### src/rtl/bf16_pkg.sv
package bf16_pkg;

	// 64-bit integer operand or result
	typedef logic [63:0] word_t;

	// bfloat16: sign 15, exponent 14..7, mantissa 6..0
	typedef logic [15:0] bf16_t;

	// encoded exponent field
	typedef logic [7:0] bf16_exp_t;

	// leading zero count, 0 to 64
	typedef logic [6:0] clz_t;

	// integer width of a command
	typedef enum logic [1:0]
	{
		sz8,
		sz16,
		sz32,
		sz64
	} type_size_t;

	// exponent bias
	localparam bf16_exp_t bf16_bias = 8'd127;

	// exponent for infinity and NaN
	localparam bf16_exp_t bf16_max_exp = 8'd255;

endpackage

### src/rtl/bf16_cast_unit.sv
`timescale 1ns/1ns

module bf16_cast_unit
	import bf16_pkg::*;
(
	input logic clk,
	input logic rst_n,
	input logic start,
	input logic to_int,
	input word_t operand,
	input type_size_t type_size,
	input logic type_signed,
	output logic can_accept_cmd,
	output logic data_valid,
	output word_t result
);

	logic accept;

	// direction of the last accepted command
	logic dir_q;

	logic fi_start;
	logic fi_ready;
	logic fi_valid;
	bf16_t fi_result;

	logic ti_start;
	logic ti_ready;
	logic ti_valid;
	word_t ti_result;

	// only one command in flight across both converters
	assign accept = start && can_accept_cmd;
	assign fi_start = accept && !to_int;
	assign ti_start = accept && to_int;

	bf16_from_int u_from_int (
		.clk(clk),
		.rst_n(rst_n),
		.start(fi_start),
		.operand(operand),
		.type_size(type_size),
		.type_signed(type_signed),
		.can_accept_cmd(fi_ready),
		.data_valid(fi_valid),
		.result(fi_result)
	);

	bf16_to_int u_to_int (
		.clk(clk),
		.rst_n(rst_n),
		.start(ti_start),
		.operand(operand[15:0]),
		.type_size(type_size),
		.type_signed(type_signed),
		.can_accept_cmd(ti_ready),
		.data_valid(ti_valid),
		.result(ti_result)
	);

	always_ff @(posedge clk)
	begin
		if (!rst_n)
			dir_q <= 1'b0;
		else if (accept)
			dir_q <= to_int;
	end

	assign can_accept_cmd = fi_ready && ti_ready;
	assign data_valid = dir_q ? ti_valid : fi_valid;
	assign result = dir_q ? ti_result : {48'd0, fi_result};

endmodule

### src/rtl/bf16_from_int.sv
`timescale 1ns/1ns

module bf16_from_int
	import bf16_pkg::*;
(
	input logic clk,
	input logic rst_n,
	input logic start,
	input word_t operand,
	input type_size_t type_size,
	input logic type_signed,
	output logic can_accept_cmd,
	output logic data_valid,
	output bf16_t result
);

	typedef enum logic
	{
		st_idle,
		st_finishing
	} state_t;

	state_t state;

	word_t zext;
	word_t sext;
	word_t mag_next;
	logic neg_next;

	word_t mag_q;
	logic sign_q;

	clz_t lead_zeros;
	word_t norm;
	bf16_exp_t exp_next;

	clz64 u_clz (
		.value(mag_q),
		.count(lead_zeros)
	);

	// narrow to the command width
	always_comb
	begin
		case (type_size)
		sz8:
		begin
			zext = {56'd0, operand[7:0]};
			sext = {{56{operand[7]}}, operand[7:0]};
		end
		sz16:
		begin
			zext = {48'd0, operand[15:0]};
			sext = {{48{operand[15]}}, operand[15:0]};
		end
		sz32:
		begin
			zext = {32'd0, operand[31:0]};
			sext = {{32{operand[31]}}, operand[31:0]};
		end
		default:
		begin
			zext = operand;
			sext = operand;
		end
		endcase

		neg_next = type_signed && sext[63];
		// 2^(w-1) still fits for the most negative value
		mag_next = neg_next ? -sext : zext;
	end

	// leading one moves to bit 63
	assign norm = mag_q << lead_zeros;
	assign exp_next = bf16_bias + 8'd63 - {1'b0, lead_zeros};

	assign can_accept_cmd = (state == st_idle);

	always_ff @(posedge clk)
	begin
		if (!rst_n)
		begin
			state <= st_idle;
			data_valid <= 1'b0;
			result <= '0;
		end
		else
		begin
			case (state)
			st_idle:
			begin
				if (start)
				begin
					state <= st_finishing;
					data_valid <= 1'b0;
				end
			end
			st_finishing:
			begin
				state <= st_idle;
				data_valid <= 1'b1;
				// count of 64 means a zero magnitude
				if (lead_zeros[6])
					result <= '0;
				else
					result <= {sign_q, exp_next, norm[62:56]};
			end
			endcase
		end
	end

	always_ff @(posedge clk)
	begin
		if (state == st_idle && start)
		begin
			mag_q <= mag_next;
			sign_q <= neg_next;
		end
	end

endmodule

### src/rtl/bf16_to_int.sv
`timescale 1ns/1ns

module bf16_to_int
	import bf16_pkg::*;
(
	input logic clk,
	input logic rst_n,
	input logic start,
	input bf16_t operand,
	input type_size_t type_size,
	input logic type_signed,
	output logic can_accept_cmd,
	output logic data_valid,
	output word_t result
);

	typedef enum logic [1:0]
	{
		st_idle,
		st_inner,
		st_finishing
	} state_t;

	state_t state;

	bf16_exp_t op_exp;
	logic op_nan;

	// captured command
	logic neg_q;
	logic [6:0] man_q;
	logic signed [8:0] unb_exp_q;
	type_size_t size_q;
	logic signed_q;

	// magnitude stage
	logic signed [8:0] top_bit;
	logic signed [8:0] lsh_full;
	logic [7:0] sig;
	logic [2:0] rshift;
	word_t mag_next;
	word_t mag_q;
	logic ovf_half_q;
	logic ovf_full_q;

	// saturation stage
	word_t lim_mask;
	word_t max_pos;
	word_t min_neg;
	word_t sat_next;

	assign op_exp = operand[14:7];
	assign op_nan = (op_exp == bf16_max_exp) && (operand[6:0] != '0);

	// bit position of the type's top bit, w-1
	always_comb
	begin
		case (size_q)
		sz8: top_bit = 9'sd7;
		sz16: top_bit = 9'sd15;
		sz32: top_bit = 9'sd31;
		default: top_bit = 9'sd63;
		endcase
	end

	// value is sig * 2^(e-7)
	assign sig = {1'b1, man_q};
	assign rshift = 3'd7 - unb_exp_q[2:0];
	assign lsh_full = unb_exp_q - 9'sd7;

	always_comb
	begin
		// also covers exponent 0, e is -127 there
		if (unb_exp_q < 9'sd0)
			mag_next = '0;
		else if (unb_exp_q < 9'sd7)
			mag_next = {56'd0, sig} >> rshift;
		else
			mag_next = {56'd0, sig} << lsh_full[6:0];
	end

	always_comb
	begin
		case (size_q)
		sz8: lim_mask = 64'h0000_0000_0000_00ff;
		sz16: lim_mask = 64'h0000_0000_0000_ffff;
		sz32: lim_mask = 64'h0000_0000_ffff_ffff;
		default: lim_mask = '1;
		endcase

		max_pos = lim_mask >> 1;
		// already sign-extended to 64 bits
		min_neg = ~max_pos;

		if (signed_q)
		begin
			if (!neg_q && ovf_half_q)
				sat_next = max_pos;
			// M of exactly 2^(w-1) is the minimum as well
			else if (neg_q && ovf_half_q)
				sat_next = min_neg;
			else if (neg_q)
				sat_next = -mag_q;
			else
				sat_next = mag_q;
		end
		else
		begin
			if (neg_q)
				sat_next = '0;
			else if (ovf_full_q)
				sat_next = lim_mask;
			else
				sat_next = mag_q;
		end
	end

	assign can_accept_cmd = (state == st_idle);

	always_ff @(posedge clk)
	begin
		if (!rst_n)
		begin
			state <= st_idle;
			data_valid <= 1'b0;
			result <= '0;
		end
		else
		begin
			case (state)
			st_idle:
			begin
				if (start)
				begin
					state <= st_inner;
					data_valid <= 1'b0;
				end
			end
			st_inner:
			begin
				state <= st_finishing;
			end
			default:
			begin
				state <= st_idle;
				data_valid <= 1'b1;
				result <= sat_next;
			end
			endcase
		end
	end

	always_ff @(posedge clk)
	begin
		if (state == st_idle && start)
		begin
			// NaN saturates as a positive value
			neg_q <= operand[15] && !op_nan;
			man_q <= operand[6:0];
			unb_exp_q <= $signed({1'b0, op_exp}) - $signed({1'b0, bf16_bias});
			size_q <= type_size;
			signed_q <= type_signed;
		end
		if (state == st_inner)
		begin
			mag_q <= mag_next;
			// M >= 2^(w-1), M >= 2^w
			ovf_half_q <= (unb_exp_q >= top_bit);
			ovf_full_q <= (unb_exp_q > top_bit);
		end
	end

endmodule

### src/rtl/clz64.sv
`timescale 1ns/1ns

module clz64
	import bf16_pkg::*;
(
	input word_t value,
	output clz_t count
);

	// one bit of the count per halving step
	logic [5:0] zeros;
	word_t s32;
	word_t s16;
	word_t s8;
	word_t s4;
	word_t s2;

	assign zeros[5] = (value[63:32] == '0);
	assign s32 = zeros[5] ? {value[31:0], 32'd0} : value;

	assign zeros[4] = (s32[63:48] == '0);
	assign s16 = zeros[4] ? {s32[47:0], 16'd0} : s32;

	assign zeros[3] = (s16[63:56] == '0);
	assign s8 = zeros[3] ? {s16[55:0], 8'd0} : s16;

	assign zeros[2] = (s8[63:60] == '0);
	assign s4 = zeros[2] ? {s8[59:0], 4'd0} : s8;

	assign zeros[1] = (s4[63:62] == '0);
	assign s2 = zeros[1] ? {s4[61:0], 2'd0} : s4;

	// last step looks at a single bit
	assign zeros[0] = ~s2[63];

	// the tree reads 63 for an all-zero word
	assign count = (value == '0) ? 7'd64 : {1'b0, zeros};

endmodule

### config.mk
export PLATFORM = sky130hd
export DESIGN_NAME = bf16_cast_unit
export DESIGN_NICKNAME = d
export VERILOG_FILES = /design/src/rtl/bf16_pkg.sv /design/src/rtl/bf16_cast_unit.sv /design/src/rtl/bf16_from_int.sv /design/src/rtl/bf16_to_int.sv /design/src/rtl/clz64.sv
export SDC_FILE = /design/constraint.sdc
export NUM_CORES = 1
export LEC_CHECK = 0
export ABC_AREA = 1
export BUFFER_PORTS_ARGS = -buffer_cell sky130_fd_sc_hd__clkbuf_2
export CAP_MARGIN = 15
export CORE_MARGIN = 3
export CORE_UTILIZATION = 55
export DETAILED_ROUTE_END_ITERATION = 8
export PLACE_DENSITY = 0.82
export REMOVE_ABC_BUFFERS = 1
export SLEW_MARGIN = 5
export SYNTH_ARGS = -nofsm -noshare
export SYNTH_HDL_FRONTEND = slang
export SYNTH_SLANG_ARGS = --single-unit
### constraint.sdc
create_clock -name clk -period 10.2 [get_ports clk]
set_input_delay 0.51 -clock clk [delete_from_list [all_inputs] [get_ports clk]]
set_output_delay 0.51 -clock clk [all_outputs]
set_load 0.02 [all_outputs]
==> results.sh, run 1 <==
export IMPL_p_sw_mw=0.826
export IMPL_die_h_um=189
export IMPL_cp_start_kind="flip-flop"
export IMPL_period_share_pct=57.6
export IMPL_final_layout_size_suffix_gt1_share_pct=8.52
export IMPL_finClkSkew_ns=0.0145
export IMPL_clk_pin_slew_worst_paths_ns=0.06
export IMPL_diodes=0
export IMPL_syn_area_per_cell_um2=6.39
export IMPL_path_max_fanout=28
export IMPL_ff2ff_setup_slack_ns=4.32
export IMPL_insertion_delay_ns=0.55
export IMPL_clockPowerShare_pct=38.6
export IMPL_worstPathRequired_ns=10.64
export IMPL_cts_root_buf="clkbuf_16"
export IMPL_syn_area_um2=18500
export IMPL_clock_fmax_mhz=170
export IMPL_slew_viol_final=0
export IMPL_netlist_cell_type_count=45
export IMPL_power_leakage_nw=9.74
export IMPL_io_buffers=136
export IMPL_power_frac_comb_pct=19.8
export IMPL_fin_crit_ns=5.88
export IMPL_num_vias=19900
export IMPL_cts_setup_buffers=0
export IMPL_synth_largest_area_cell="edfxtp_1"
export IMPL_maxCapViolCount=0
export IMPL_grt_pass1_vias=17500
export IMPL_crit_path_top_delay_cell="nor2_1"
export IMPL_drtIter0Drc=2799
export IMPL_cp_end_kind="flip-flop"
export IMPL_power_density_nw_per_um2=132
export IMPL_post_route_drc_count=0
export IMPL_clockBufferDepth=3
export IMPL_vdd_drop_max_uv=134
export IMPL_hold_viol=0
export IMPL_yosys_warnings=0
export IMPL_dieArea_um2=35900
export IMPL_ant_nets=0
export IMPL_post_synth_top_count_cell="nand2_1"
export IMPL_rsz0062_at_grt="no"
export IMPL_syn_inst=2900
export IMPL_die_w_um=189
export IMPL_power_total_mw=2.67
export IMPL_worst_pin_slew_ns=1.20
export IMPL_num_rows=66
export IMPL_grt_pass1_wl_mm=97.5
export IMPL_hp_class="in2reg"
export IMPL_dp_hpwl_mm=46.9
export IMPL_criticalPathCategory="reg2reg"
export IMPL_cts_tree="built"
export IMPL_synthTopCellsByCount="nand2_1, inv_1, nand3_1"
export IMPL_rr_startpoint="u_from_int.mag_q[45]"
export IMPL_ios=137
export IMPL_synth_area_leaders="edfxtp_1, nand2_1, dfxtp_1"
export IMPL_grt_max_degree=102
export IMPL_seqPwrFrac_pct=41.6
export IMPL_netlist_area_leader_share_pct=24.5
export IMPL_start_util_pct=56.3
export IMPL_final_util_pct=61.5
export IMPL_numClockSinks=237
export IMPL_yosys_most_used_dff="edfxtp_1"
export IMPL_first_pass_iters=8
export IMPL_place_congestion=1.04
export IMPL_cts_hold_buf=0
export IMPL_swShare_pct=31.0
export IMPL_setup_viol_count_final=0
export IMPL_crit_top_cell="nand2_1"
export IMPL_synthArstFlopShare_pct=0
export IMPL_cp_arrival_ns=6.32
export IMPL_reg2reg_depth=29
export IMPL_core_um2=32900
export IMPL_whs_path_depth=1
export IMPL_synth_seq_cells=237
export IMPL_holdCritStartpoint="operand[1]"
export IMPL_antenna_found_initial=0
export IMPL_syn_to_final_growth_pct=9.24
export IMPL_track_usage_pct=33.6
export IMPL_cts_buffers=27
export IMPL_relSlewSlack_pct=19.7
export IMPL_routed_wl_mm=61.9
export IMPL_wire_per_inst_um=18.2
export IMPL_slowest_delay_ns=0.92
export IMPL_status="complete, no violations"
export IMPL_via_per_inst=5.85
export IMPL_regToRegEndpoint="u_from_int.result[4]"
export IMPL_p_int_mw=1.84
export IMPL_stdcell_count=3401
export IMPL_synth_edf_count=151
export IMPL_tns_ns=0
export IMPL_grt_overflow=0
export IMPL_cts_resized=0
export IMPL_hold_path_end="u_to_int.man_q[1]"
export IMPL_dp_cells=3351
export IMPL_holdWs_ns=0.181
export IMPL_ctsHtreeMaxLevel=1
export IMPL_yosysSeqAreaShare_pct=33.8
export IMPL_nets=3019
## sequential cells by signal, summed over array words and instances (netlist names)
name / count
u_from_int.mag_q: 64
u_to_int.mag_q: 64
u_to_int.result: 64
u_from_int.result: 16
u_to_int.unb_exp_q: 9
u_to_int.man_q: 7
u_to_int.size_q: 2
u_to_int.state: 2
dir_q: 1
u_from_int.data_valid: 1
u_from_int.sign_q: 1
u_from_int.state: 1
u_to_int.data_valid: 1
u_to_int.neg_q: 1
u_to_int.ovf_full_q: 1
u_to_int.ovf_half_q: 1
u_to_int.signed_q: 1
## final cells by class
type | instances | area [um^2]
repair buffers | 163 | 883
clock buffers | 30 | 687
fillers | 3203 | 12600
multi-input cells | 2151 | 10200
flip-flops and latches | 237 | 6260
clock inverters | 20 | 258
inverters | 358 | 1340
well taps | 442 | 553
## how the worst max path moves through the flow
stage	to	slack (ns)	from
6_report	u_from_int.result[4]	4.32	u_from_int.mag_q[45]
5_1_grt	u_from_int.result[2]	3.91	u_from_int.mag_q[45]
4_1_cts	u_from_int.result[4]	4.51	u_from_int.mag_q[45]
3_5_place_dp	u_from_int.result[4]	4.57	u_from_int.mag_q[45]
3_3_place_gp	u_from_int.result[4]	4.51	u_from_int.mag_q[61]
2_1_floorplan	u_from_int.data_valid	4.52	u_to_int.state[1]
## kinds of logic (layout without fill, tap and decap cells)
group / Yosys count / count (layout) / share of synthesized area (%)
flip-flops: 237 / 237 / 33.8
buffers and inverters: 512 / 571 / 11.1
AO/OA/AOI/OAI: 449 / 449 / 13.1
multiplexers: 2 / 2 / 0.108
AND/OR/NAND/NOR: 1571 / 1571 / 35.6
XOR/XNOR: 119 / 119 / 5.63
adder cells (fa/ha/maj): 10 / 10 / 0.676
## power by group through the flow
stage               logic (mW)  clock network [mW]  registers (mW)
detailed placement       0.513                   0            1.13
finish                   0.528                1.03            1.11
global route             0.590                1.08            1.11
global placement         0.510                   0            1.13
CTS                      0.516                1.04            1.11
floorplan                0.344                   0            1.12
## per-layer routing
layer  routed length (um)  share of wire, %  global-route usage, %
met1                28700                46                   53.7
met2                24600                40                   47.4
met3                 7360                12                   6.39
met4                 1220               2.0                   5.74
met5                    0                 0                      0
## layout by cell type, fill, tap and decap left out, types with 3 or more instances in the layout
cell type,count
o22ai_1,7
o21ai_1,10
edfxtp_1,151
nor3_1,35
inv_1,338
nor2_1,315
nand2_2,6
clkinvlp_4,4
nand4_1,17
inv_2,11
nand2_1,813
nor3b_1,5
o31ai_1,9
clkbuf_16,27
a22o_1,3
xnor2_1,33
clkbuf_1,3
a21oi_1,53
clkinv_2,4
nand3b_1,5
o21ai_0,278
clkinvlp_2,3
o211ai_1,6
or2_2,4
nand3_1,328
clkbuf_2,136
bufinv_16,5
xor2_1,85
dfxtp_1,84
ha_1,10
clkinv_1,9
a31oi_1,70
nor4_1,27
nor2_2,7
a41oi_1,3
buf_4,27
nor2_4,7
## critical path: cells and delay by family (launching register included)
kind / cells / cell delay, ns
buffers and inverters: 4 / 1.08
DFF: 1 / 0.50
and+or+nand+nor: 25 / 4.18
## metrics by stage
| stage | instance area [um^2] | setup slack, ns |
|---|---|---|
| 2_1_floorplan | 17800 | 4.52 |
| 3_5_place_dp | 19300 | 4.57 |
| 4_1_cts | 20200 | 4.51 |
| 6_report | 20200 | 4.32 |
| 5_1_grt | 20200 | 3.91 |
| 3_3_place_gp | 19300 | 4.51 |
Power figures use the tool's default switching activity.
==> run 2: changes to the inputs <==
- clock period: 10.2 -> 5.8 ns (I/O delays scaled with it)
==> run 2 against run 1 <==
Compared with the run above: the run now ends with design-rule violations left; first-iteration DRC count grew 1.1%; worst hold slack lost 0.15 ns; cell count grew 0.35%; critical path depth grew 4; non-clock buffer count grew 10; die area is the same; sequential cell count is the same; register-to-register slack lost 3.6 ns; sequential share of layout area shrank 0.34 points; combinational power grew 79%; clock power grew 85%; largest cell class unchanged.
==> results.sh, run 2 (synthesized netlist as in run 1, its figures left out) <==
export IMPL_die_w_um=189
export IMPL_routed_wl_mm=59.6
export IMPL_track_usage_pct=32.5
export IMPL_p_sw_mw=1.46
export IMPL_period_share_pct=87.5
export IMPL_power_total_mw=4.80
export IMPL_dp_cells=3351
export IMPL_ctsHtreeMaxLevel=1
export IMPL_seq_area_um2=6260
export IMPL_post_route_drc_count=1
export IMPL_crit_top_cell="nand2_1"
export IMPL_holdCritStartpoint="operand[8]"
export IMPL_drtIter0Drc=2830
export IMPL_clockBufferDepth=3
export IMPL_cp_end_kind="flip-flop"
export IMPL_worstPathRequired_ns=6.25
export IMPL_cts_tree="built"
export IMPL_hp_class="in2reg"
export IMPL_clock_fmax_mhz=197
export IMPL_antenna_found_initial=0
export IMPL_setup_viol_count_final=0
export IMPL_nets=3030
export IMPL_place_congestion=1.08
export IMPL_hold_viol=0
export IMPL_startpoint="u_from_int.mag_q[51]"
export IMPL_grt_pass1_vias=17900
export IMPL_dieArea_um2=35900
export IMPL_first_pass_iters=9
export IMPL_pre_cts_ws_ns=0.732
export IMPL_rr_startpoint="u_from_int.mag_q[51]"
export IMPL_seqPwrFrac_pct=40.6
export IMPL_crit_path_top_delay_cell="buf_4"
export IMPL_path_max_fanout=51
export IMPL_vdd_drop_max_uv=245
export IMPL_syn_to_final_growth_pct=10.4
export IMPL_grt_overflow=0
export IMPL_cp_start_kind="flip-flop"
export IMPL_numClockSinks=237
export IMPL_maxCapViolCount=0
export IMPL_whs_path_depth=2
export IMPL_fin_crit_ns=5.07
export IMPL_wire_per_inst_um=17.5
export IMPL_swShare_pct=30.5
export IMPL_violations="design-rule violations"
export IMPL_reg_top3="u_from_int.mag_q (64), u_to_int.mag_q (64), u_to_int.result (64)"
export IMPL_io_buffers=136
export IMPL_multi_input_area_um2=10200
export IMPL_die_h_um=189
export IMPL_stdcell_count=3413
export IMPL_setup_ws_ns=0.725
export IMPL_relSlewSlack_pct=29.6
export IMPL_cts_buffers=28
export IMPL_final_util_pct=62.2
export IMPL_power_leakage_nw=9.86
export IMPL_dp_hpwl_mm=44.9
export IMPL_num_rows=66
export IMPL_insertion_delay_ns=0.58
export IMPL_reg2reg_depth=33
export IMPL_num_vias=20000
export IMPL_status="complete, but fails checks"
export IMPL_worst_pin_slew_ns=1.06
export IMPL_core_um2=32900
export IMPL_clk_pin_slew_worst_paths_ns=0.06
export IMPL_power_frac_comb_pct=19.7
export IMPL_final_common_cell="nand2_1"
export IMPL_tns_ns=0
export IMPL_diodes=0
export IMPL_grt_pass1_wl_mm=95.1
export IMPL_power_density_nw_per_um2=235
export IMPL_rsz0062_at_grt="no"
export IMPL_ant_nets=0
export IMPL_final_layout_size_suffix_gt1_share_pct=8.52
export IMPL_finClkSkew_ns=0.0369
export IMPL_final_cell_mix="nand2_1, inv_1, nand3_1"
export IMPL_ios=137
export IMPL_slew_viol_final=0
export IMPL_via_per_inst=5.86
export IMPL_final_fill_count=3115
export IMPL_criticalPathCategory="reg2reg"
export IMPL_start_util_pct=56.3
export IMPL_p_int_mw=3.34
export IMPL_slowest_delay_ns=0.51
export IMPL_cp_arrival_ns=5.53
export IMPL_grt_max_degree=109
export IMPL_clockPowerShare_pct=39.8
export IMPL_cts_root_buf="clkbuf_16"
[run 2: cell count changes in the layout (fill, tap and decap cells not counted), sizes merged]
cell / before / now
bufinv: 5 / 4
clkinvlp: 7 / 0
clkinv: 15 / 16
inv: 351 / 352
clkbuf: 166 / 174
dlygate4sd3: 0 / 9
buf: 27 / 28
[run 2: final cells by class]
cell class / count / share of cell area (%)
inverters: 358 / 6.57
clock buffers: 38 / 4.01
multi-input cells: 2151 / 50.1
well taps: 442 / 2.70
clock inverters: 14 / 1.00
repair buffers: 173 / 4.98
flip-flops and latches: 237 / 30.6
[run 2: timing repair]
item | CTS | global route
endpoints found under the setup margin | 0 | 3
hold endpoints to repair | 10 | 0
setup buffers | 0 | 0
hold buffers | 9 | 0
resized for setup | 0 | 1
[run 2: layer usage]
metal / share of wire, % / up-vias / GRT usage (%)
li1: - / 9545 / -
met1: 45 / 9119 / 49.5
met2: 40 / 1230 / 45.3
met3: 14 / 93 / 9.94
met4: 1.8 / 0 / 6.45
met5: 0 / - / 0
[run 2: critical path: cells and delay by family (launching register included)]
family,cells,cell delay [ns]
buf+inv,2,0.54
flops,1,0.47
simple gates,31,3.91
[run 2: path summary, 6_finish.rpt]
path,end,slack [ns]
hold / removal,u_to_int.unb_exp_q[1],0.03
hold reg to reg,u_from_int.result[15],0.48
setup / recovery,u_from_int.result[5],0.73
setup reg to reg,u_from_int.result[5],0.73
[run 2: metrics by stage]
step,hold slack (ns),instance area [um^2]
after CTS,0.0121,20400
after detailed placement,0.471,19300
after global placement,0.459,19300
final,0.0307,20400
after global routing,0.0365,20400
after floorplan,0.389,17800
[run 2: power groups by stage]
stage / Combinational, mW / Clock (mW) / Sequential, mW
2_1_floorplan: 0.604 / 0 / 1.97
3_3_place_gp: 0.900 / 0 / 1.98
4_1_cts: 0.915 / 1.93 / 1.94
6_report: 0.944 / 1.91 / 1.95
3_5_place_dp: 0.905 / 0 / 1.98
5_1_grt: 1.05 / 2.00 / 1.95
